## src/common/memMapPkg.sv

```systemverilog
`default_nettype none

package memMapPkg;

    //******************************
    // Bus widths
    localparam int ADDR_W = 16;
    localparam int DATA_W = 8;

    //******************************
    // Address map
    localparam logic [ADDR_W-1:0] DATA_BASE = 16'h0000;
    localparam logic [ADDR_W-1:0] DATA_LAST = 16'h07FF;
    localparam int DATA_DEPTH = 2048;
    localparam int DATA_IDX_W = 11;     // Low address bits into data RAM

    localparam logic [ADDR_W-1:0] IO_BASE = 16'h1000;
    localparam logic [ADDR_W-1:0] IO_LAST = 16'h10FF;

    localparam logic [ADDR_W-1:0] VID_BASE = 16'h2000;
    localparam logic [ADDR_W-1:0] VID_LAST = 16'h2960;
    localparam int VID_DEPTH = 2401;
    localparam int VID_IDX_W = 12;      // Enough for 0..2400

    //******************************
    // I/O register offsets, low address byte
    localparam logic [7:0] REG_PINS    = 8'h00;
    localparam logic [7:0] REG_TCTRL   = 8'h01;   // Bit 0 enables the timer
    localparam logic [7:0] REG_TTOP    = 8'h02;
    localparam logic [7:0] REG_TMATCH0 = 8'h03;
    localparam logic [7:0] REG_TMATCH1 = 8'h04;
    localparam logic [7:0] REG_FLAGS   = 8'h05;   // Read only, {match1, match0, top}
    localparam logic [7:0] REG_TCOUNT  = 8'h06;   // Read only

    //******************************
    // Region codes, decode to read return
    localparam int REGION_W = 2;
    localparam logic [REGION_W-1:0] REGION_NONE = 2'd0;
    localparam logic [REGION_W-1:0] REGION_DATA = 2'd1;
    localparam logic [REGION_W-1:0] REGION_IO   = 2'd2;
    localparam logic [REGION_W-1:0] REGION_VID  = 2'd3;

endpackage

`default_nettype wire
```

## src/verilog/readReturn.sv

```systemverilog
`timescale 1ns/10ps
`default_nettype none

module readReturn import memMapPkg::*; (
    input  wire logic                clk,
    input  wire logic                arstN,
    input  wire logic                readEn,
    input  wire logic [REGION_W-1:0] readRegion,
    input  wire logic [DATA_W-1:0]   dataReadData,
    input  wire logic [DATA_W-1:0]   ioReadData,
    input  wire logic [DATA_W-1:0]   vidReadData,
    output logic [DATA_W-1:0]        readData
);

    logic [REGION_W-1:0] regionQ;

    // Region of the read in flight, NONE when no strobe
    always_ff @(posedge clk or negedge arstN) begin
        if (!arstN) begin
            regionQ <= REGION_NONE;
        end
        else begin
            regionQ <= readEn ? readRegion : REGION_NONE;
        end
    end

    // Lines up with the one-cycle target read
    always_comb begin
        case (regionQ)
            REGION_DATA: readData = dataReadData;
            REGION_IO:   readData = ioReadData;
            REGION_VID:  readData = vidReadData;
            default:     readData = '0;          // Unmapped or idle
        endcase
    end

endmodule

`default_nettype wire

```

## config.mk

```make
export PLATFORM = sky130hd
export DESIGN_NAME = readReturn
export DESIGN_NICKNAME = d
export VERILOG_FILES = /design/src/common/memMapPkg.sv /design/src/verilog/readReturn.sv
export SDC_FILE = /design/constraint.sdc
export NUM_CORES = 1
export LEC_CHECK = 0
export ABC_AREA = 1
export ABC_CLOCK_PERIOD_IN_PS = 1050
export BUFFER_PORTS_ARGS = -buffer_cell sky130_fd_sc_hd__buf_4
export CORE_AREA = 2 2 39 41
export CTS_CLUSTER_DIAMETER = 80
export DETAILED_ROUTE_END_ITERATION = 12
export DIE_AREA = 0 0 41 43
export PLACE_DENSITY_LB_ADDON = 0.12
export REMOVE_ABC_BUFFERS = 1
export SLEW_MARGIN = 40
export SYNTH_ARGS = -nofsm -noshare
export SYNTH_HDL_FRONTEND = slang
export SYNTH_SLANG_ARGS = --single-unit
```

## constraint.sdc

```tcl
create_clock -name clk -period 1.05 [get_ports clk]
set_input_delay 0.1575 -clock clk [delete_from_list [all_inputs] [get_ports clk]]
set_output_delay 0.1575 -clock clk [all_outputs]
set_load 0.05 [all_outputs]
```

[Yosys cells after proc, flatten, opt, wreduce, memory -nomap -nowiden]
Cells that the tools add are included.
Word-level totals
  output and inout bits: 8
  flip-flop bits (word level): 2
Cells by class
  equality and inequality tests: 3
  multiplexer cells: 2
Operators by type and width (count)
  case mux 8 bit (3 select lines): 1
  equality test 2 bit (second input constant): 2
  equality test 2 x 1 -> 1 bit (second input constant): 1
  two-way mux 2 bit: 1

[Logic depth before layout (Yosys ltp)]
  depth in word-level cells: 2
  gate-level depth with buffers: 4
  mapped depth without buffers: 3

[Worst setup path after synthesis]
OpenSTA, ideal clock, no wires.
  kind: register to output
  start: register regionQ[1]
  end: output port readData[2]
  data required time: 892 ps
  arrival time: 1083 ps
  slack: -190 ps
  buffers on the path: 2
  cell stages (with the launch flop): 5
  path through: dfrtp_1 -> buf_6 -> buf_12 -> nand3_1 -> nand3_1
Between the ends
  word-level cells in the longest chain between the ends: 2
  elaborated cells between the ends (all ways): 4
  those cells by class: 3 x eq/ne; 1 x mux
RTL lines
  start: declaration: line readReturn.sv:15  | logic [REGION_W-1:0] regionQ;
  start signal: assignment: line readReturn.sv:23  | regionQ <= readEn ? readRegion : REGION_NONE;
  equality test 2 bit or equality test 2 x 1 -> 1 bit (tied branches): line readReturn.sv:29  | case (regionQ)
  case mux 8 bit (3 select lines) (*): line readReturn.sv:29
  end: declaration: line readReturn.sv:12  | output logic [DATA_W-1:0] readData
Every way passes the cells marked *; elsewhere a longest branch is shown, timed or not.

[Worst setup path after layout]
  start: register regionQ[1]
  end: output port readData[6]
Same word-level chain as after synthesis.

==> results.cfg <==
[status]
outcome = complete, but fails checks
violations = setup timing

[synthesis]
synth_area_leaders = nand3_1 (40%), nand3_2 (19%), dfrtp_1 (16%), buf_6 (11%), buf_12 (6.2%)
synth_seq_cells = 2
syn_area_sq_um = 321.6
yosysTopAreaCell = nand3_1
netlist.area_leader.share_pct = 40.47
syn_inst = 44
ys_types = 9
syn-mean-instance-area_sq_um = 7.308
ys_warn_count = 0
seq_area_frac_synth_pct = 15.56

[global_routing]
grt_usage_pct = 13.83
grt_max_degree = 11
grt_pass1_wl_mm = 1.656
overflow = 0
antenna_found_initial = 0
grt_pass1_vias = 405

[floorplan]
die_h_um = 43
io_pins = 37
fp-row-count = 14
core_sq_um = 1384
initial_utilization_pct = 23.24
dieWidth_um = 41
die_area_sq_um = 1763

[worst_setup_path]
start_kind = register
worstPathArrival_ps = 1140
required_ps = 890
path_class = reg -> out
crit_path_top_delay_cell = dfrtp_2
end_kind = primary output
worst_path_largest_cell_delay_ps = 440
crit_path_max_fanout = 10
worstPathCellList = buf_12 > nand3_1 > nand3_2 > buf_6

[clock_network]
numCtsBuffers = 3
tritoncts = built
clockBufferDepth = 2
clkSlewWorstSetupHoldPaths_ps = 30
cts_root_buffer = clkbuf_4
h-tree-depth = 1
clock-sinks = 2

[layout]
largestRegisters = regionQ x2
drive_gt1_share_pct = 77.38
final_cells = 100
max_flop_register = regionQ
design_area_sq_um = 755.7
areaGrowthSynthToFinish_pct = 135.0
largest_reg_flops = 2
antenna_cells = 0
nets = 115

[sta]
setup_viol = 8
fmax_mhz = 768.6
post-route-min-period_ps = 1301
rsz0062_at_grt = yes
tightestPinTransition_ps = 137.8
min_period_over_period_pct = 123.9
hold_viol = 0
relSlewSlack_pct = 90.81
final.setup.worst_slack_ps = -251.1
slew_violations = 0

[routing]
drt.antenna.violating_nets = 0
drc_errors = 0
drt-initial-drc-count = 4
drt_first_pass_iters = 2
routed_via_density = 4.660
vias = 466
wl_per_cell_um = 11.27
routed_wl_mm = 1.127

[job]
timing.max_cap.violations = 0

[min_path]
hp-class = in -> reg

[placed_design]
place_area_sq_um = 613.1
dp_cells = 96
gp_congestion = 0.6421
place.port_buffers = 36

[pwr]
leakage_uw = 0.0003871
power_density_nw_per_um2 = 786.8
ir_drop_mv = 0.5850
[metal layers]
metal  GRT usage [%]  vias up  wire [um]
met5               0        -          0
met4           8.000        0         10
met3           3.141        2         50
met2           21.25       16        634
met1           16.61      210        430
li1                -      238          -
[cell usage in the layout (no fill, tap or decap), types with 2 or more instances in the layout]
cell	n
buf_12	2
buf_4	28
buf_6	8
buf_8	2
clkbuf_4	3
dfrtp_2	2
inv_1	2
nand2_1	2
nand3_1	14
nand3_2	18
[timing repair]
action,in CTS,in global routing
pin swaps,0,2
buffers inserted,0,0
endpoints found under the hold margin,2,0
gates resized for setup,14,13
setup endpoints to repair,8,8
hold buffers,1,0
[where the power goes]
part           internal [uW]  switching (uW)  total [uW]
clock                    126            43.8         170
sequential              82.4            7.92        90.3
combinational            164             170         334
total                    372             222         595
[path summary, 6_finish.rpt]
path	endpoint	cells after the start	startpoint	slack [ps]
setup / recovery	readData[6]	4	regionQ[1]	-250
hold / removal	regionQ[1]	3	readRegion[1]	120
max in group asynchronous	regionQ[0]	2	arstN	700
min in group asynchronous	regionQ[1]	2	arstN	250
[through the flow]
stage	util (%)	power, uW	TNS (ps)	hold WS (ps)	setup slack (ps)
3_5_place_dp	44.30	377.6	-384.9	-59.94	-65.84
3_3_place_gp	44.30	376.8	-340.8	-58.81	-60.21
6_report	54.61	594.6	-1945	123.3	-251.1
2_1_floorplan	-	223.7	-2863	-138.1	-357.9
4_1_cts	50.54	588.1	-2055	115.1	-264.2
5_1_grt	54.61	628.7	-2300	139.0	-301.4
[cell usage after synthesis]
master and count:
nand3_1 26, nand3_2 6, buf_6 3, dfrtp_1 2, inv_1 2, nand2_1 2, buf_12 1, clkinv_4 1
inv_2 1
[final cells by class]
cell class	instances	area, sq um
fillers	136	628.1
flip-flops and latches	2	52.55
clock buffers	3	22.52
inverters	4	22.52
multi-input cells	34	257.7
well taps	16	20.02
repair buffers	41	380.4
[logic make-up (layout without fill, tap and decap cells)]
logic type,count (synthesis),count (layout),share of synthesized area (%)
flops,2,2,15.56
simple gates,34,34,61.48
buf+inv,8,48,22.96
[worst max-delay path, delay by kind of cell, from the launching register on]
| kind | cells | cell delay [ps] |
|---|---|---|
| DFF | 1 | 440 |
| buffers and inverters | 2 | 300 |
| and+or+nand+nor | 2 | 170 |
Power figures use the tool's default switching activity.
