--- src/common/memMapPkg.sv ---
`default_nettype none

package memMapPkg;

    //******************************
    // Bus widths
    localparam int ADDR_W = 16;
    localparam int DATA_W = 8;

    //******************************
    // Address map
    localparam logic [ADDR_W-1:0] DATA_BASE = 16'h0000;
    localparam logic [ADDR_W-1:0] DATA_LAST = 16'h07FF;
    localparam int DATA_DEPTH = 2048;
    localparam int DATA_IDX_W = 11;     // Low address bits into data RAM

    localparam logic [ADDR_W-1:0] IO_BASE = 16'h1000;
    localparam logic [ADDR_W-1:0] IO_LAST = 16'h10FF;

    localparam logic [ADDR_W-1:0] VID_BASE = 16'h2000;
    localparam logic [ADDR_W-1:0] VID_LAST = 16'h2960;
    localparam int VID_DEPTH = 2401;
    localparam int VID_IDX_W = 12;      // Enough for 0..2400

    //******************************
    // I/O register offsets, low address byte
    localparam logic [7:0] REG_PINS    = 8'h00;
    localparam logic [7:0] REG_TCTRL   = 8'h01;   // Bit 0 enables the timer
    localparam logic [7:0] REG_TTOP    = 8'h02;
    localparam logic [7:0] REG_TMATCH0 = 8'h03;
    localparam logic [7:0] REG_TMATCH1 = 8'h04;
    localparam logic [7:0] REG_FLAGS   = 8'h05;   // Read only, {match1, match0, top}
    localparam logic [7:0] REG_TCOUNT  = 8'h06;   // Read only

    //******************************
    // Region codes, decode to read return
    localparam int REGION_W = 2;
    localparam logic [REGION_W-1:0] REGION_NONE = 2'd0;
    localparam logic [REGION_W-1:0] REGION_DATA = 2'd1;
    localparam logic [REGION_W-1:0] REGION_IO   = 2'd2;
    localparam logic [REGION_W-1:0] REGION_VID  = 2'd3;

endpackage

`default_nettype wire
--- src/io/ioBlock.sv ---
`timescale 1ns/10ps
`default_nettype none

module ioBlock import memMapPkg::*; (
    input  wire logic                clk,
    input  wire logic                arstN,
    input  wire logic [ADDR_W-1:0]   address,
    input  wire logic [DATA_W-1:0]   writeData,
    input  wire logic                writeEn,
    input  wire logic                readEn,
    input  wire logic                topFlagClr,
    input  wire logic                match0FlagClr,
    input  wire logic                match1FlagClr,
    output logic [DATA_W-1:0]        readData,
    output logic [DATA_W-1:0]        ioPins,
    output logic                     topFlag,
    output logic                     match0Flag,
    output logic                     match1Flag
);

    logic [7:0] offset;
    logic       timerEn;
    logic [DATA_W-1:0] timerTop;
    logic [DATA_W-1:0] timerMatch0;
    logic [DATA_W-1:0] timerMatch1;
    logic [DATA_W-1:0] timerCount;
    logic [2:0] flagSet;
    logic [2:0] flagClr;
    logic [2:0] flags;                  // {match1, match0, top}

    assign offset = address[7:0];

    //******************************
    // Register writes
    always_ff @(posedge clk or negedge arstN) begin
        if (!arstN) begin
            ioPins      <= '0;
            timerEn     <= 1'b0;
            timerTop    <= 8'hFF;
            timerMatch0 <= 8'hFF;
            timerMatch1 <= 8'hFF;
        end
        else if (writeEn) begin
            case (offset)
                REG_PINS:    ioPins      <= writeData;
                REG_TCTRL:   timerEn     <= writeData[0];
                REG_TTOP:    timerTop    <= writeData;
                REG_TMATCH0: timerMatch0 <= writeData;
                REG_TMATCH1: timerMatch1 <= writeData;
                default: ;                                  // Read-only or unused
            endcase
        end
    end

    //******************************
    // Timer, wraps to 0 after top
    always_ff @(posedge clk or negedge arstN) begin
        if (!arstN) begin
            timerCount <= '0;
        end
        else if (timerEn) begin
            if (timerCount == timerTop) begin
                timerCount <= '0;
            end
            else begin
                timerCount <= timerCount + 8'd1;
            end
        end
    end

    assign flagSet[0] = timerEn && (timerCount == timerTop);
    assign flagSet[1] = timerEn && (timerCount == timerMatch0);
    assign flagSet[2] = timerEn && (timerCount == timerMatch1);
    assign flagClr    = {match1FlagClr, match0FlagClr, topFlagClr};

    // Sticky flags, set beats clear
    always_ff @(posedge clk or negedge arstN) begin
        if (!arstN) begin
            flags <= '0;
        end
        else begin
            for (int i = 0; i < 3; i++) begin
                if (flagSet[i]) begin
                    flags[i] <= 1'b1;
                end
                else if (flagClr[i]) begin
                    flags[i] <= 1'b0;
                end
            end
        end
    end

    assign topFlag    = flags[0];
    assign match0Flag = flags[1];
    assign match1Flag = flags[2];

    //******************************
    // Registered read
    always_ff @(posedge clk or negedge arstN) begin
        if (!arstN) begin
            readData <= '0;
        end
        else if (readEn) begin
            case (offset)
                REG_PINS:    readData <= ioPins;
                REG_TCTRL:   readData <= {7'd0, timerEn};
                REG_TTOP:    readData <= timerTop;
                REG_TMATCH0: readData <= timerMatch0;
                REG_TMATCH1: readData <= timerMatch1;
                REG_FLAGS:   readData <= {5'd0, flags};
                REG_TCOUNT:  readData <= timerCount;
                default:     readData <= '0;
            endcase
        end
    end

endmodule

`default_nettype wire

--- config.mk ---
export PLATFORM = sky130hd
export DESIGN_NAME = ioBlock
export DESIGN_NICKNAME = d
export VERILOG_FILES = /design/src/common/memMapPkg.sv /design/src/io/ioBlock.sv
export SDC_FILE = /design/constraint.sdc
export NUM_CORES = 1
export LEC_CHECK = 0
export BUFFER_PORTS_ARGS = -buffer_cell sky130_fd_sc_hd__buf_2
export CAP_MARGIN = 40
export CORE_ASPECT_RATIO = 0.7
export CORE_MARGIN = 2
export CORE_UTILIZATION = 42
export DETAILED_ROUTE_END_ITERATION = 8
export PLACE_DENSITY = 0.67
export SETUP_SLACK_MARGIN = 0.05
export SYNTH_ARGS = -nofsm -noshare
export SYNTH_HDL_FRONTEND = slang
export SYNTH_SLANG_ARGS = --single-unit
--- constraint.sdc ---
create_clock -name clk -period 2 [get_ports clk]
set_input_delay 0.3 -clock clk [delete_from_list [all_inputs] [get_ports clk]]
set_output_delay 0.3 -clock clk [all_outputs]
set_load 0.01 [all_outputs]
Word level (Yosys, flattened, before mapping). Cells that the tools add are included. W data, S select, Z words.

Equal/unequal tests: 9. Reductions and logical operators: 12. $add $sub $neg: 1. Muxes and demuxes: 8.

Operators with widths (number): $pmux W8 S7 (1); $eq A8 B3 Y1 const B (3); $eq A8 B8 Y1 (3); $eq A8 B2 Y1 const B (2); $reduce_and A2 Y1 (5); $add A8 B1 Y8 const B (1); $eq A8 B1 Y1 const B (1); $logic_not A8 Y1 (1); $mux W8 (1); $mux W1 (6); $reduce_bool A2 Y1 (3); $logic_and A1 B1 Y1 (3).

Bits of input ports: 31. Flip-flop bits (word level): 52.

Logic depth before layout (Yosys ltp).
Depth after elaboration: 3. Gate-level depth with buffers: 6.

Worst setup path after synthesis. No wires, ideal clock.

Path kind: input to register. From: in address[5]. To: reg ioPins[0]. Setup slack: -0.326 ns. Stages on the path: 6. Setup time: 0.125 ns. Path buffers: 2. Data arrival time: 2.200 ns. Cell sequence: or4_4 buf_6 or3b_4 or4_4 buf_6 mux2_4.

Cells in the longest elaborated chain, start to end: 2.

Ends and longest elaborated chain: start, declared (RTL line ioBlock.sv:7) `input wire logic [ADDR_W-1:0] address,`; $logic_not A8 Y1 (RTL line ioBlock.sv:44) `case (offset)`; $reduce_and A2 Y1 (no line); end signal, assigned (RTL line ioBlock.sv:45) `REG_PINS: ioPins <= writeData;`; end, declared (RTL line ioBlock.sv:15) `output logic [DATA_W-1:0] ioPins,`.

Every way passes these cells. A chain may end at the register's enable or synchronous reset.

Final worst setup path.
From: in address[5]. To: reg ioPins[2].

The elaborated chain is that of the path after synthesis.

==> summary.txt <==
Run status
  • Status: complete, but fails checks
  • Violations in the final reports: negative setup slack

Final layout
  • Post-layout util: 50.8%
  • Fill cells: between 500 and 600
  • Final non-filler cell total: roughly 370
  • Share of cells above drive strength 1: between 40 and 50%
  • Leading cell type in the layout, fill and taps excluded: buf_2
  • Post-route cell area: approximately 3200 sq um
  • Syn-to-layout area delta: 14.8%
  • Final nets: 313
  • Most frequent cells in the layout: buf_2, mux2_2, dfrtp_1
  • Ant diodes: 0

Detailed routing
  • Iteration-0 DRC count of the detailed router: about 110
  • Post-route ant nets: 0
  • Drt pass-1 iters: 4
  • DRT Wirelength: between 6 and 7 mm
  • Drt wl/cell: ~17 um
  • Vias per cell: 5.31
  • Drc violations: 0
  • Vias post-DR: 1,982

STA
  • RSZ-0062 raised after global routing: true
  • Tmin final: 2.05 ns
  • Final worst-path cycle share: 102%
  • Final setup violation count: 8
  • Max Clk Rate: a little under 0.5 GHz
  • Worst Tran Pin Value: between 0.6 and 0.7 ns
  • Final Max Tran Viols: 0
  • Final hold violation count: 0
  • Max-slew headroom: a little under three fifths
  • Setup TNS: -0.318 ns
  • Final worst setup slack: -0.0465 ns
  • Setup Skew: ~0.012 ns

Place
  • Pre-CTS setup slack: -0.389 ns
  • Placement Cell Area: 3120 sq um
  • PortBufs: 41
  • RePlAce Congestion: just over 0.8
  • Placed cells: around 360
  • DP HPWL: between 4 and 5 mm

Global routing
  • Total grt overflow: 0
  • Largest net degree at the start of global routing: 53
  • All-layer global routing usage: 18.9%
  • Global-route wire length before repair: about 10 mm
  • Vias in the first global route: a little under 2,000
  • Initial antenna violation count: 0

Synth
  • Syn nets: about 270
  • Number of cells produced by synthesis: 240
  • Syn Area/Cell: between 10 and 15 sq um
  • Yosys reg bits: 52
  • Synth async-reset ratio: 100%
  • Library cells used by synthesis: 40
  • Synth warn: 0
  • Register area share after synthesis: about 47%
  • Number of synthesized flops with an enable pin: 0
  • Synth Flop Type: dfrtp_1
  • Syn Std Cell Area: between 2000 and 3000 sq um

Power
  • Pwr Density: slightly below 700 nW/um^2
  • Combinational share of power: around 18%
  • Internal: about 0.0016 W
  • Peak supply drop: about 0.0004 V
  • Sw frac: approximately 29%
  • Flop pwr share: between 50% and 60%
  • Clock share of power: between 20 and 30%
  • Switching pwr: ~0.00062 W
  • Leak Pwr: 1.55 nW

Setup path
  • Critical Path End Type: register
  • Startpoint types: input port
  • CP required: between 2 and 2.5 ns
  • Largest stage delay, worst path: around 0.55 ns
  • Ordered cell list for the critical path: buf_6 -> or4_4 -> or3b_4 -> or4_4 -> mux2_4
  • Worst EP arrival: ~2.2 ns
  • Crit-path max FO: 8
  • Setup CP Type: input port to register
  • Top cell family by delay on the critical path: simple AND/OR/NAND/NOR gates
  • CP bufs+invs: 1
  • CP dominant cell by count: or4_4
  • Slowest-stage cell, CP: or4_4
  • R2r setup slk: 0.46 ns

Flow run
  • Max-Cap Viols: 0

Die
  • Die ar.: roughly 7400 sq um
  • FP Rows: 24
  • Die Wd: 102 um
  • Initial cell density of the core: roughly 44%
  • IO Pins: 50
  • Die height: 72.4 um
  • Core area: 6340 sq um

Clock tree
  • Worst-skew pair later-pin latency: ~0.32 ns
  • Number of buffers created by CTS: 5
  • # hold bufs at CTS: 0
  • H-tree depth: 2
  • Root cell of the clock tree: clkbuf_8
  • Max Buffers Root-to-Sink: 2
  • Sink Count: 52
  • TritonCTS clock tree: done
  • Clk slew on worst S/H paths: 0.10 ns

Hold path
  • Hold crit path type: input port to async pin
-- sequential cells by signal, summed over array words and instances (netlist names) --
register     flops
ioPins           8
readData         8
timerCount       8
timerMatch0      8
timerMatch1      8
timerTop         8
flags            3
timerEn          1
-- cell families after synthesis --
family | share of synthesized area (%)
mux | 20.9
xor+xnor | 8.42
flops | 47.4
compound gates | 8.60
buf+inv | 4.55
fa+ha+maj | 0.446
simple gates | 9.67
-- metal layers --
metal	up-vias	global-route usage [%]	wire length [um]	part of all wire, %
met5	-	0	0	0
met4	0	3.60	46	0.72
met3	5	5.59	353	5.5
met2	46	25.8	2590	40
met1	989	29.5	3420	53
li1	942	-	-	-
-- per-stage QoR --
step	hold slack, ns	power, W
floorplan	0.00441	0.00142
global placement	0.459	0.00158
detailed placement	0.460	0.00159
CTS	0.115	0.00219
global route	0.129	0.00228
finish	0.0868	0.00217
-- synth_stat cells (all sizes together), types with 2 or more instances --
cell / n / area, sq um
mux4: 4 / 90.1
inv: 9 / 33.8
o211ai: 2 / 15.0
a221o: 2 / 20.0
or3: 2 / 12.5
mux2i: 5 / 50.1
xor2: 17 / 149
nor2b: 3 / 18.8
a22o: 2 / 17.5
o22ai: 2 / 12.5
xnor2: 10 / 87.6
nor4: 5 / 31.3
a22oi: 5 / 37.5
nand3: 7 / 35.0
nand2: 11 / 41.3
o21ai: 11 / 55.1
nor2: 2 / 7.51
clkbuf: 13 / 48.8
mux2: 37 / 447
dfstp: 24 / 631
nor3: 4 / 20.0
buf: 7 / 45.0
nand4: 4 / 25.0
dfrtp: 28 / 701
nand2b: 3 / 18.8
a32o: 2 / 20.0
a21oi: 8 / 40.0
or4: 2 / 22.5
-- power groups by stage --
stage	sequential (W)	combinational [W]	clock (W)
floorplan	0.00118	0.000238	0
global placement	0.00120	0.000383	0
detailed placement	0.00120	0.000389	0
CTS	0.00118	0.000392	0.000615
global route	0.00119	0.000437	0.000650
finish	0.00118	0.000390	0.000599
-- final cells by class --
class | count | area (sq um) | share of cell area [%]
multi-input combinational | 159 | 1350 | 41.9
sequential | 52 | 1330 | 41.3
timing repair buffer | 54 | 309 | 9.59
tap | 91 | 114 | 3.53
clock buffer | 6 | 72.6 | 2.25
inverter | 9 | 33.8 | 1.05
clock inverter | 2 | 12.5 | 0.388
-- repair_timing --
action / 4_1_cts / 5_1_grt
endpoints found under the setup margin: 8 / 8
pin swaps: 0 / 0
setup buffers: 1 / 0
resized for setup: 1 / 0
-- final timing paths --
check	start	end	depth (start not counted)
setup / recovery	address[5]	ioPins[2]$_DFFE_PN0P_	5
min in group clk	match0FlagClr	flags[1]$_DFFE_PN0P_	2
hold / removal	arstN	readData[6]$_DFFE_PN0P_	2
max in group asynchronous	arstN	timerCount[2]$_DFFE_PN0P_	2
setup reg to reg	timerCount[0]$_DFFE_PN0P_	readData[0]$_DFFE_PN0P_	3
hold reg to reg	readData[1]$_DFFE_PN0P_	readData[1]$_DFFE_PN0P_	1
No activity file was read; power rests on OpenSTA's default activity.
