## src/common/memMapPkg.sv

```systemverilog
`default_nettype none

package memMapPkg;

    //******************************
    // Bus widths
    localparam int ADDR_W = 16;
    localparam int DATA_W = 8;

    //******************************
    // Address map
    localparam logic [ADDR_W-1:0] DATA_BASE = 16'h0000;
    localparam logic [ADDR_W-1:0] DATA_LAST = 16'h07FF;
    localparam int DATA_DEPTH = 2048;
    localparam int DATA_IDX_W = 11;     // Low address bits into data RAM

    localparam logic [ADDR_W-1:0] IO_BASE = 16'h1000;
    localparam logic [ADDR_W-1:0] IO_LAST = 16'h10FF;

    localparam logic [ADDR_W-1:0] VID_BASE = 16'h2000;
    localparam logic [ADDR_W-1:0] VID_LAST = 16'h2960;
    localparam int VID_DEPTH = 2401;
    localparam int VID_IDX_W = 12;      // Enough for 0..2400

    //******************************
    // I/O register offsets, low address byte
    localparam logic [7:0] REG_PINS    = 8'h00;
    localparam logic [7:0] REG_TCTRL   = 8'h01;   // Bit 0 enables the timer
    localparam logic [7:0] REG_TTOP    = 8'h02;
    localparam logic [7:0] REG_TMATCH0 = 8'h03;
    localparam logic [7:0] REG_TMATCH1 = 8'h04;
    localparam logic [7:0] REG_FLAGS   = 8'h05;   // Read only, {match1, match0, top}
    localparam logic [7:0] REG_TCOUNT  = 8'h06;   // Read only

    //******************************
    // Region codes, decode to read return
    localparam int REGION_W = 2;
    localparam logic [REGION_W-1:0] REGION_NONE = 2'd0;
    localparam logic [REGION_W-1:0] REGION_DATA = 2'd1;
    localparam logic [REGION_W-1:0] REGION_IO   = 2'd2;
    localparam logic [REGION_W-1:0] REGION_VID  = 2'd3;

endpackage

`default_nettype wire
```

## src/verilog/memMapDecode.sv

```systemverilog
`timescale 1ns/10ps
`default_nettype none

module memMapDecode import memMapPkg::*; (
    input  wire logic [ADDR_W-1:0]   address,
    input  wire logic                writeEn,
    input  wire logic                readEn,
    output logic                     dataWriteEn,
    output logic                     dataReadEn,
    output logic                     ioWriteEn,
    output logic                     ioReadEn,
    output logic                     vidWriteEn,
    output logic                     vidReadEn,
    output logic [REGION_W-1:0]      readRegion
);

    // One priority chain, first matching range wins
    always_comb begin
        dataWriteEn = 1'b0;
        dataReadEn  = 1'b0;
        ioWriteEn   = 1'b0;
        ioReadEn    = 1'b0;
        vidWriteEn  = 1'b0;
        vidReadEn   = 1'b0;
        readRegion  = REGION_NONE;

        if (address >= DATA_BASE && address <= DATA_LAST) begin          // Data RAM
            dataWriteEn = writeEn;
            dataReadEn  = readEn;
            readRegion  = REGION_DATA;
        end
        else if (address >= IO_BASE && address <= IO_LAST) begin         // I/O
            ioWriteEn  = writeEn;
            ioReadEn   = readEn;
            readRegion = REGION_IO;
        end
        else if (address >= VID_BASE && address <= VID_LAST) begin       // Video RAM
            vidWriteEn = writeEn;
            vidReadEn  = readEn;
            readRegion = REGION_VID;
        end
        // Unmapped falls through with no strobes
    end

endmodule

`default_nettype wire

```

## config.mk

```make
export PLATFORM = sky130hd
export DESIGN_NAME = memMapDecode
export DESIGN_NICKNAME = d
export VERILOG_FILES = /design/src/common/memMapPkg.sv /design/src/verilog/memMapDecode.sv
export SDC_FILE = /design/constraint.sdc
export NUM_CORES = 1
export LEC_CHECK = 0
export BUFFER_PORTS_ARGS = -buffer_cell sky130_fd_sc_hd__buf_2
export CELL_PAD_IN_SITES_DETAIL_PLACEMENT = 0
export CELL_PAD_IN_SITES_GLOBAL_PLACEMENT = 1
export CORE_AREA = 2 2 39 41
export DETAILED_ROUTE_END_ITERATION = 10
export DIE_AREA = 0 0 41 43
export PLACE_DENSITY_LB_ADDON = 0.1
export RECOVER_POWER = 100
export REMOVE_ABC_BUFFERS = 1
export SYNTH_ARGS = -nofsm -noshare
export SYNTH_HDL_FRONTEND = slang
export SYNTH_SLANG_ARGS = --single-unit
```

## constraint.sdc

```tcl
create_clock -name vclk -period 2.13
set_input_delay 0.5325 -clock vclk [all_inputs]
set_output_delay 0.5325 -clock vclk [all_outputs]
set_load 0.02 [all_outputs]
```

== Word-level counts from Yosys, hierarchy flattened ==
Cells that the tools add are included.
Word-level totals
  register bits after elaboration: 0
  logic and storage cells: 24
Cells by class
  reductions and logical operators: 3
  order comparisons: 6
  multiplexer cells: 15
Operator list (count)
  16-bit by 1-bit greater-or-equal comparator with 1-bit output (second input constant): 1
  16-bit by 13-bit greater-or-equal comparator with 1-bit output (second input constant): 1
  16-bit by 14-bit greater-or-equal comparator with 1-bit output (second input constant): 1
  16-bit by 11-bit less-or-equal comparator with 1-bit output (second input constant): 1
  16-bit by 13-bit less-or-equal comparator with 1-bit output (second input constant): 1
  16-bit by 14-bit less-or-equal comparator with 1-bit output (second input constant): 1
  1-bit 2-to-1 mux: 12
  2-bit 2-to-1 mux: 3
  1-bit logical AND: 3

== Logic depth before layout (Yosys ltp) ==
Gate-level depths: netlist (run 1).
  depth in word-level cells: 5
  gate-level depth with buffers: 3

== Worst setup path after synthesis (run 1) ==
No wires, ideal clock.
  path type: in2out
  start: input port address[0]
  end: output port vidReadEn
  slack: 203 ps
  cell stages on the path: 3
  data arrival time: 1394 ps
  data required time: 1597 ps
  cells stage by stage: nor4bb_1 -> nand4b_1 -> a21oi_1
Between the ends
  longest elaborated chain between the ends: 5
  elaborated cells between the ends (all ways): 12
  classes of those cells: order compare (6); mux (3); reduce/logical (3)
RTL lines
  start, declared: line memMapDecode.sv:5  | input wire logic [ADDR_W-1:0] address,
  16-bit by 14-bit greater-or-equal comparator with 1-bit output or 16-bit by 14-bit less-or-equal comparator with 1-bit output (tied branches): line memMapDecode.sv:37  | else if (address >= VID_BASE && address <= VID_LAST) begin
  1-bit logical AND: line memMapDecode.sv:37
  1-bit 2-to-1 mux: line memMapDecode.sv:37
  1-bit 2-to-1 mux: line memMapDecode.sv:32  | else if (address >= IO_BASE && address <= IO_LAST) begin
  1-bit 2-to-1 mux *: line memMapDecode.sv:27  | if (address >= DATA_BASE && address <= DATA_LAST) begin
  end, declared: line memMapDecode.sv:13  | output logic vidReadEn,
Mark *: on every way between the ends. The rest lies on a longest branch, timed or not.

== Final worst setup path (run 1) ==
  start: input port address[15]
  end: output port readRegion[1]
Between the ends
  longest elaborated chain between the ends: 5
  elaborated cells between the ends (all ways): 12
  classes of those cells: order compare (6); mux (3); reduce/logical (3)
RTL lines
  16-bit by 14-bit greater-or-equal comparator with 1-bit output or 16-bit by 14-bit less-or-equal comparator with 1-bit output (tied branches): line memMapDecode.sv:37
  1-bit logical AND: line memMapDecode.sv:37
  2-bit 2-to-1 mux: line memMapDecode.sv:37
  2-bit 2-to-1 mux: line memMapDecode.sv:32
  2-bit 2-to-1 mux *: line memMapDecode.sv:27
  end, declared: line memMapDecode.sv:14  | output logic [REGION_W-1:0] readRegion
Marked as above.

==> results, run 1 <==
- The flow ran to the end, and the final reports show no timing, DRC or antenna violations.
- The worst voltage drop across the vdd grid is 0.0394 mV.
- The placer's final routability congestion estimate is 0.624.
- The total setup violations reported at the end of the flow is 0.
- Relative to the synthesized area, the layout overhead comes to 108%.
- The worst-case hold path end point is vidWriteEn.
- The relative slew slack is 80.2%.
- The number of global-route vias before repair was 270.
- The remaining routing DRC violations is 0.
- The leakage power of the design is 0.190 nW.
- The layout has 0 clock buffers.
- The tightest min-delay check is of the in2out type.
- The global-route wire length before repair is 1.06 mm.
- The number of placement rows is 14.
- The final layout net count is 73.
- The worst setup path is of the in2out kind.
- The sequential share of the synthesized area is 0%.
- The register area is 0 um^2.
- The number of buffers added to fix hold violations after cts is 0.
- The height of the chip is 43 um.
- The count of cell types in the netlist is 18.
- The largest net degree at the start of global routing is 7.
- The count of inserted antenna diode cells is 0.
- Yosys printed 0 warnings.
- The beginning of the worst hold path is writeEn.
- For this run, the top clock speed supported by timing is 0.480 GHz.
- The count of nets left with antenna violations once routing finished came out at 0.
- STA puts the critical path data required time at 1.60 ns.
- The number of antenna violations at the first check in global routing is 0.
- The area of the die is 1760 um^2.
- In this run the count of I/O pins placed on the die edge is 26.
- The HPWL after detailed placement is 618 um.
- The effective utilization at floorplan is 14.2%.
- The most used standard cell by instance count after synthesis is and2_1.
- Setup repair after global routing could not meet its margin everywhere.
- The max-capacitance violation count is 0.
- After filler insertion, the fill cell instance count of the layout stands at 159.
- The capturing element type of the critical path is a primary output.
- The number of port buffers is 26.
- In this run the cell area of the synthesized design comes to 196 um^2.
- The per-cell via count in the routed design is 4.26.
- and2_1 takes more of the synthesized area than any other cell.
- The final hold violation count was 0.
- The ratio of final minimum period to clock period is 97.9%.
- Summed over all failing endpoints, the final setup total negative slack is 0 ns.
- In the global route stage, overall resource usage came out at 7.99%.
- The worst-path maximum fanout is 3.
- The worst hold path passes through 4 cells.
- Sequential cells placed in the final layout were counted as 0.
- For this run, the detailed router's first-pass iteration total came to 1.
- Ranked by total cell area, the synthesized netlist is headed by and2_1, o211ai_2, nand4b_1, a21oi_1, nor4b_2.
- For this run, the share of the core covered by cells in the final layout is 29.5%.
- The die span in x is 41 um.
- Counting every instance in the synthesized netlist gives 26.
- The final number of max-transition violations was 0.
- Summed over all layers, the global routing overflow is 0.
- The total core area is 1380 um^2.
- The measured slew at the worst slew-check pin is 0.296 ns.
- The number of DRC violations after detailed-routing iteration 0 is 0.
- The power after layout is 0.0506 mW.
- Dividing the detail-routed wire length by the instance count gives 9.75 um.
- Sorting the synthesized cells by how often they occur yields and2_1, a21oi_1, nand2_1, nand4b_1, o211ai_2.
- Averaged over all synthesized cells, the footprint is 7.56 um^2.
- In this run the power density over the cells is 124 nW/um^2.
- Counting I/O delays and the setup requirement, the final critical path takes 2.08 ns.
- The fraction of final layout cells sized beyond drive strength 1 is 64.2%.
- For the worst setup path, the data arrival time is 1.55 ns.
- The final wirelength is 673 um.
- STA classifies the critical path startpoint as an input port.
- The total via count after detailed routing is 294.
- The top cell type by area accounts for 12.7% of the synthesized area.
==> metal layers <==
| metal | track usage, % | share of wire [%] |
|---|---|---|
| met5 | 0 | 0 |
| met4 | 0 | 0 |
| met3 | 0 | 7.1 |
| met2 | 13.4 | 51 |
| met1 | 11.7 | 42 |
==> layout make-up <==
class / count / area, um^2 / area share (%)
Timing Repair Buffer: 27 / 161 / 39.6
Tap cell: 16 / 20.0 / 4.91
Multi-Input combinational cell: 26 / 226 / 55.5
==> per-stage QoR <==
step	hold slack, ns	setup WS, ns	instance area (um^2)	instances
after floorplan	1.19	0.203	196	26
after global placement	1.41	-0.0216	354	69
after global routing	1.43	-0.0267	408	69
after CTS	1.40	0.00959	369	69
final	1.40	0.0454	408	69
after detailed placement	1.40	-0.0262	354	69
==> cell usage in the layout (no fill, tap or decap), drive strengths merged <==
cell and count:
a21oi 3, o21ai 2, nor4 2, and4b 1
nor4bb 1, or4b 1, nor2 1, nor4b 1
o211ai 3, nand3 1, nand2b 1, clkbuf 3
buf 24, nand2 2, nand4b 2, and2 4
nor2b 1
==> how the worst max path moves through the flow <==
stage	startpoint	end	slack [ns]	depth (start not counted)
after floorplan	address[0]	vidReadEn	0.20	3
after global placement	address[1]	readRegion[1]	-0.02	5
after detailed placement	address[1]	readRegion[1]	-0.03	5
after CTS	address[15]	readRegion[0]	0.01	5
after global routing	address[7]	vidReadEn	-0.03	5
final	address[15]	readRegion[1]	0.05	4
==> where the power goes <==
| part | switching, mW | total [mW] | internal [mW] |
|---|---|---|---|
| Sequential | 0 | 0 | 0 |
| Clock | 0 | 0 | 0 |
| Combinational | 0.0238 | 0.0506 | 0.0268 |
==> kinds of logic (layout without fill, tap and decap cells) <==
kind of cell	count (synthesis)	in the layout	share of synthesized area, %
compound gates	8	8	29.3
buf+inv	0	27	0
simple gates	18	18	70.7
==> worst max-delay path, stage by stage <==
cell,delay [ns]
buf_2,0.14
or4b_4,0.55
o211ai_2,0.17
buf_4,0.16
==> what timing repair did <==
item,4_1_cts,5_1_grt
hold endpoints to repair,0,0
resized for setup,2,8
setup buffers,0,0
cloned,0,0
pin swaps,1,4
setup endpoints to repair,3,3
Power figures use the tool's default switching activity.
==> run 2, diff against run 1 <==
==> constraint.sdc (replaced) <==
create_clock -name vclk -period 2.13
set_input_delay 0.426 -clock vclk [all_inputs]
set_output_delay 0.426 -clock vclk [all_outputs]
set_load 0.02 [all_outputs]
==> run 2 against run 1 <==
Against the previous run: cell area fell by 17%; maximum frequency rose by 6.3%; sequential cell count did not move; highest routed layer unchanged; sequential share of layout area did not move.
==> results, run 2 (synthesis gave the netlist of run 1 again) <==
- The post-placement cell area is 347 um^2 (was 354 um^2).
- The part of the power in the clock network was 0% (about the same).
- The capturing element type of the critical path is a primary output (unchanged).
- The cell area power density is 117 nW/um^2 (was 124 nW/um^2).
- The die span in x came to 41 um (unchanged).
- The max-capacitance violation count came to 0 (unchanged).
- The total via count after detailed routing is 286 (was 294).
- The data required time of the worst path was 1.70 ns (was 1.60 ns).
- The switching part of the total is 49.8% (was 47.1%).
- The relative slew slack is 76.2% (was 80.2%).
- The type of the worst min-delay path is in2out (unchanged).
- The switching power of the nets is 0.0198 mW (was 0.0238 mW).
- The total setup buffers inserted after CTS came to 0 (unchanged).
- The top metal layer carrying routed signals is met3 (unchanged).
- The leakage power of the design was 0.153 nW (was 0.190 nW).
- The number of port buffers is 26 (unchanged).
- The final wirelength is 654 um (was 673 um).
- The count of inserted antenna diode cells was 0 (unchanged).
- The fraction of final layout cells sized beyond drive strength 1 is 50.0% (was 64.2%).
- The final layout net count came to 72 (was 73).
- The met2 wire length is 315 um (was 344 um).
- The number of buffers added to fix hold violations after cts was 0 (unchanged).
- The per-cell via count in the routed design was 4.21 (was 4.26).
- The most frequent standard cell in the layout excluding fill and tap cells is buf_2 (unchanged).
- The clock period minus worst slack is 1.96 ns (was 2.08 ns).
- The routed length per instance was 9.62 um (was 9.75 um).
- The highest clock frequency the design can meet came to 0.510 GHz (was 0.480 GHz).
- The measured slew at the worst slew-check pin is 0.356 ns (was 0.296 ns).
- The total negative setup slack came to 0 ns (unchanged).
- The sum of overflow across all layers after global routing is 0 (unchanged).
- The total global routing track utilization is 7.89% (was 7.99%).
- The critical setup path kind is in2out (unchanged).
- The remaining routing DRC violations is 0 (unchanged).
- The number of routed nets with antenna violations is 0 (unchanged).
- The portion of total power attributed to sequential cells is 0% (about the same).
- The final number of max-transition violations is 0 (unchanged).
- The wire length on met1 is 285 um (was 280 um).
- The placer's final routability congestion estimate was 0.657 (was 0.624).
- The clock buffer count in the final layout came to 0 (unchanged).
- The final cell area excluding filler cells is 340 um^2 (was 408 um^2).
- The sum of met3 wire segment lengths after detailed routing is 53 um (was 48 um).
- Unrepaired setup endpoints after global routing: no (was yes).
- The final hold violation count is 0 (unchanged).
- The total setup violations reported at the end of the flow was 0 (unchanged).
- The count of cells resized by post-cts repair came to 0 (was 2).
- The number of placement rows is 14 (unchanged).
- The number of ports placed on the die boundary is 26 (unchanged).
- The area of the die is 1760 um^2 (unchanged).
- The layout overhead on the synthesized area is 73.2% (was 108%).
- The register area is 0 um^2 (unchanged).
- The number of global-route vias before repair is 266 (was 270).
- The effective utilization at floorplan was 14.2% (unchanged).
- The element type at the critical path start is an input port (unchanged).
- The sequential cell count is 0 (unchanged).
- The global-route wire length before repair came to 1.02 mm (was 1.06 mm).
- The arrival time of data at the critical path endpoint came to 1.54 ns (was 1.55 ns).
- The worst voltage drop across the vdd grid is 0.0401 mV (was 0.0394 mV).
- The largest net degree at the start of global routing is 7 (unchanged).
- The worst-path maximum fanout came to 4 (was 3).
- The ratio of final minimum period to clock period is 92.1% (was 97.9%).
- The number of antenna violations at the first check in global routing is 0 (unchanged).
- The height of the chip is 43 um (unchanged).
- The internal portion of total power is 0.0200 mW (was 0.0268 mW).
- Most frequent cells in the layout: buf_2, clkbuf_1, and2_1, a21oi_1 (was buf_2, and2_1).
- The logic gate share of total power is 100.0% (about the same).
- Run status: completed (unchanged).
- The number of optimization iterations in the first detailed-route pass came to 2 (was 1).
- The total core area was 1380 um^2 (unchanged).
- The number of DRC violations after detailed-routing iteration 0 is 1 (was 0).
## run 2: changes by cell type in the layout (fill, tap and decap cells not counted), sizes merged
cell | previous run | this run
buf | 24 | 21
clkbuf | 3 | 5
## run 2: layer usage
layer | vias to the layer above | track usage [%]
met4 | 0 | 0
met5 | - | 0
li1 | 158 | -
met3 | 0 | 0
met2 | 11 | 14.1
met1 | 117 | 10.8
## run 2: power by group through the flow
stage	Sequential (mW)	Combinational (mW)	Clock (mW)
final	0	0.0399	0
after global routing	0	0.0446	0
after CTS	0	0.0406	0
after detailed placement	0	0.0404	0
after global placement	0	0.0411	0
after floorplan	0	0.0147	0
## run 2: critical path, cell delays in order
cell and delay (ns):
buf_2 0.11, nor4_2 0.37, and4b_1 0.26, and2_1 0.13
clkbuf_1 0.22
## run 2: layout make-up
type / count / area, um^2
tap: 16 / 20.0
fill: 169 / 1040
multi-input combinational: 26 / 196
timing repair buffer: 26 / 124
## run 2: stage by stage
stage / hold WS [ns] / setup WS, ns / utilization [%] / cells / power (mW)
2_1_floorplan: 0.976 / 0.416 / - / 26 / 0.0147
3_3_place_gp: 1.20 / 0.193 / 25.0 / 68 / 0.0411
3_5_place_dp: 1.19 / 0.208 / 25.0 / 68 / 0.0404
4_1_cts: 1.19 / 0.200 / 25.0 / 68 / 0.0406
5_1_grt: 1.21 / 0.0785 / 24.6 / 68 / 0.0446
6_report: 1.20 / 0.169 / 24.6 / 68 / 0.0399
## run 2: path summary, 6_finish.rpt
check                  startpoint          end  slack, ns  cells past startpoint
worst max-delay path  address[11]     ioReadEn       0.17                      5
worst min-delay path      writeEn  dataWriteEn       1.20                      3
==> run 3, diff against run 2 <==
--- a/config.mk
+++ b/config.mk
@@ -11,7 +11,7 @@
 export CORE_AREA = 2 2 39 41
 export DETAILED_ROUTE_END_ITERATION = 10
 export DIE_AREA = 0 0 41 43
-export PLACE_DENSITY_LB_ADDON = 0.1
+export PLACE_DENSITY_LB_ADDON = 0.05
 export RECOVER_POWER = 100
 export REMOVE_ABC_BUFFERS = 1
 export SYNTH_ARGS = -nofsm -noshare
==> run 3 against run 2 <==
Against the previous run: first-iteration DRC count increased by 100%; non-clock buffer count unchanged; die area unchanged; highest routed layer unchanged; count of clock-buffer cells in the layout unchanged; global-route usage increased by 0.10 points; via count increased by 7.0%; power increased by 1.2%; combinational power increased by 1%; final cell count unchanged; critical path depth unchanged; cell area increased by 0.74%.
==> results, run 3 (synthesis gave the netlist of run 1 again) <==
- The post-placement cell area is 347 um^2 (unchanged).
- The most frequent standard cell in the layout excluding fill and tap cells is buf_2 (unchanged).
- The placer's final routability congestion estimate is 0.722 (was 0.657).
- The total global routing track utilization is 7.99% (was 7.89%).
- The number of global-route vias before repair is 259 (was 266).
- The final layout net count is 72 (unchanged).
- The data required time of the worst path is 1.70 ns (about the same).
- The arrival time of data at the critical path endpoint is 1.53 ns (was 1.54 ns).
- The capturing element type of the critical path is a primary output (unchanged).
- The setup slack at placement came to 0.202 ns (was 0.208 ns).
- The critical setup path kind is in2out (unchanged).
- The final hold violation count came to 0 (unchanged).
- The number of optimization iterations in the first detailed-route pass is 2 (unchanged).
- The number of buffers added to fix hold violations after cts is 0 (unchanged).
- The sum of overflow across all layers after global routing is 0 (unchanged).
- The number of antenna violations at the first check in global routing is 0 (unchanged).
- The number of placement rows is 14 (unchanged).
- The worst-path maximum fanout was 4 (unchanged).
- The number of port buffers came to 26 (unchanged).
- The remaining routing DRC violations is 0 (unchanged).
- The cell at the slowest stage of the critical path was nor4_2 (unchanged).
- The height of the chip is 43 um (unchanged).
- The per-cell via count in the routed design was 4.50 (was 4.21).
- The total core area is 1380 um^2 (unchanged).
- The number of fill cells in the layout was 160 (was 169).
- The total setup buffers inserted after CTS is 0 (unchanged).
- The cell total after placement is 68 (unchanged).
- The type of the worst min-delay path is in2out (unchanged).
- The logic gate share of total power is 100.0% (about the same).
- The element type at the critical path start is an input port (unchanged).
- The number of routed nets with antenna violations is 0 (unchanged).
- The worst voltage drop across the vdd grid is 0.0368 mV (was 0.0401 mV).
- The internal portion of total power came to 0.0201 mW (was 0.0200 mW).
- The number of ports placed on the die boundary came to 26 (unchanged).
- The largest net degree at the start of global routing is 7 (unchanged).
- The area of the die is 1760 um^2 (unchanged).
- The layout overhead on the synthesized area is 74.5% (was 73.2%).
- Run status: completed (unchanged).
- The total setup violations reported at the end of the flow is 0 (unchanged).
- The total buffers and inverters traversed by the critical path is 2 (unchanged).
- The sequential cell count is 0 (unchanged).
- The final worst slack is 0.172 ns (was 0.169 ns).
- The power after layout is 0.0404 mW (was 0.0399 mW).
- The ratio of final minimum period to clock period is 91.9% (was 92.1%).
- The total negative setup slack was 0 ns (unchanged).
- The relative slew slack is 77.1% (was 76.2%).
- The count of cells resized by post-cts repair is 0 (unchanged).
- The final standard cell count with taps included and fillers excluded came to 68 (unchanged).
- The leakage power of the design came to 0.158 nW (was 0.153 nW).
- The dominant delay contributor by cell family on the critical path is simple AND/OR/NAND/NOR gates (unchanged).
- The switching power of the nets was 0.0202 mW (was 0.0198 mW).
- The clock buffer count in the final layout came to 0 (unchanged).
- Unrepaired setup endpoints after global routing: no (unchanged).
- The final cell area excluding filler cells is 343 um^2 (was 340 um^2).
- The register area was 0 um^2 (unchanged).
- The count of inserted antenna diode cells is 0 (unchanged).
- The die span in x came to 41 um (unchanged).
- The global-route wire length before repair came to 1.05 mm (was 1.02 mm).
- Most frequent cells in the layout: buf_2, and2_1, clkbuf_2, a21oi_1, clkbuf_1 (was buf_2, clkbuf_1, and2_1, a21oi_1).
- The total via count after detailed routing is 306 (was 286).
- The final number of max-transition violations came to 0 (unchanged).
- The measured slew at the worst slew-check pin is 0.341 ns (was 0.356 ns).
- The cell area power density is 118 nW/um^2 (was 117 nW/um^2).
- The clock period minus worst slack was 1.96 ns (about the same).
- The part of the power in the clock network is 0% (about the same).
- The number of DRC violations after detailed-routing iteration 0 is 2 (was 1).
- The biggest cell delay along the critical path was 0.38 ns (was 0.37 ns).
- The routed length per instance is 10.5 um (was 9.62 um).
- The highest clock frequency the design can meet is 0.511 GHz (was 0.510 GHz).
- The switching part of the total is 50.2% (was 49.8%).
- The final wirelength is 713 um (was 654 um).
- The effective utilization at floorplan is 14.2% (unchanged).
- Sequence of cells on the critical path: buf_2 > nor4_2 > and4b_1 > and2_1 > clkbuf_1 (unchanged).
- The max-capacitance violation count is 0 (unchanged).
- The portion of total power attributed to sequential cells is 0% (about the same).
- The fraction of final layout cells sized beyond drive strength 1 is 53.8% (was 50.0%).
-- run 3: area by class of cell --
type | count | area [um^2] | area share [%]
multi-input combinational | 26 | 196 | 57.3
tap | 16 | 20.0 | 5.84
timing repair buffer | 26 | 126 | 36.9
-- run 3: through the flow --
stage	utilization, %	hold WS (ns)
floorplan	-	0.976
global placement	25.0	1.19
detailed placement	25.0	1.20
CTS	25.0	1.20
global route	24.8	1.23
finish	24.8	1.19
-- run 3: power by group through the flow --
stage / Clock (mW) / Sequential, mW / Combinational (mW)
detailed placement: 0 / 0 / 0.0408
global route: 0 / 0 / 0.0444
finish: 0 / 0 / 0.0404
global placement: 0 / 0 / 0.0400
CTS: 0 / 0 / 0.0408
floorplan: 0 / 0 / 0.0147
-- run 3: metal layers --
metal,vias up,global-route usage (%),wire (um)
met4,0,0,0
met2,11,14.1,364
met1,137,11.1,311
met5,-,0,0
li1,158,-,-
met3,0,0,37
-- run 3: worst paths after layout --
path	slack [ns]	cells after the start	startpoint	to
max	0.17	5	address[11]	ioWriteEn
min	1.19	4	readEn	vidReadEn
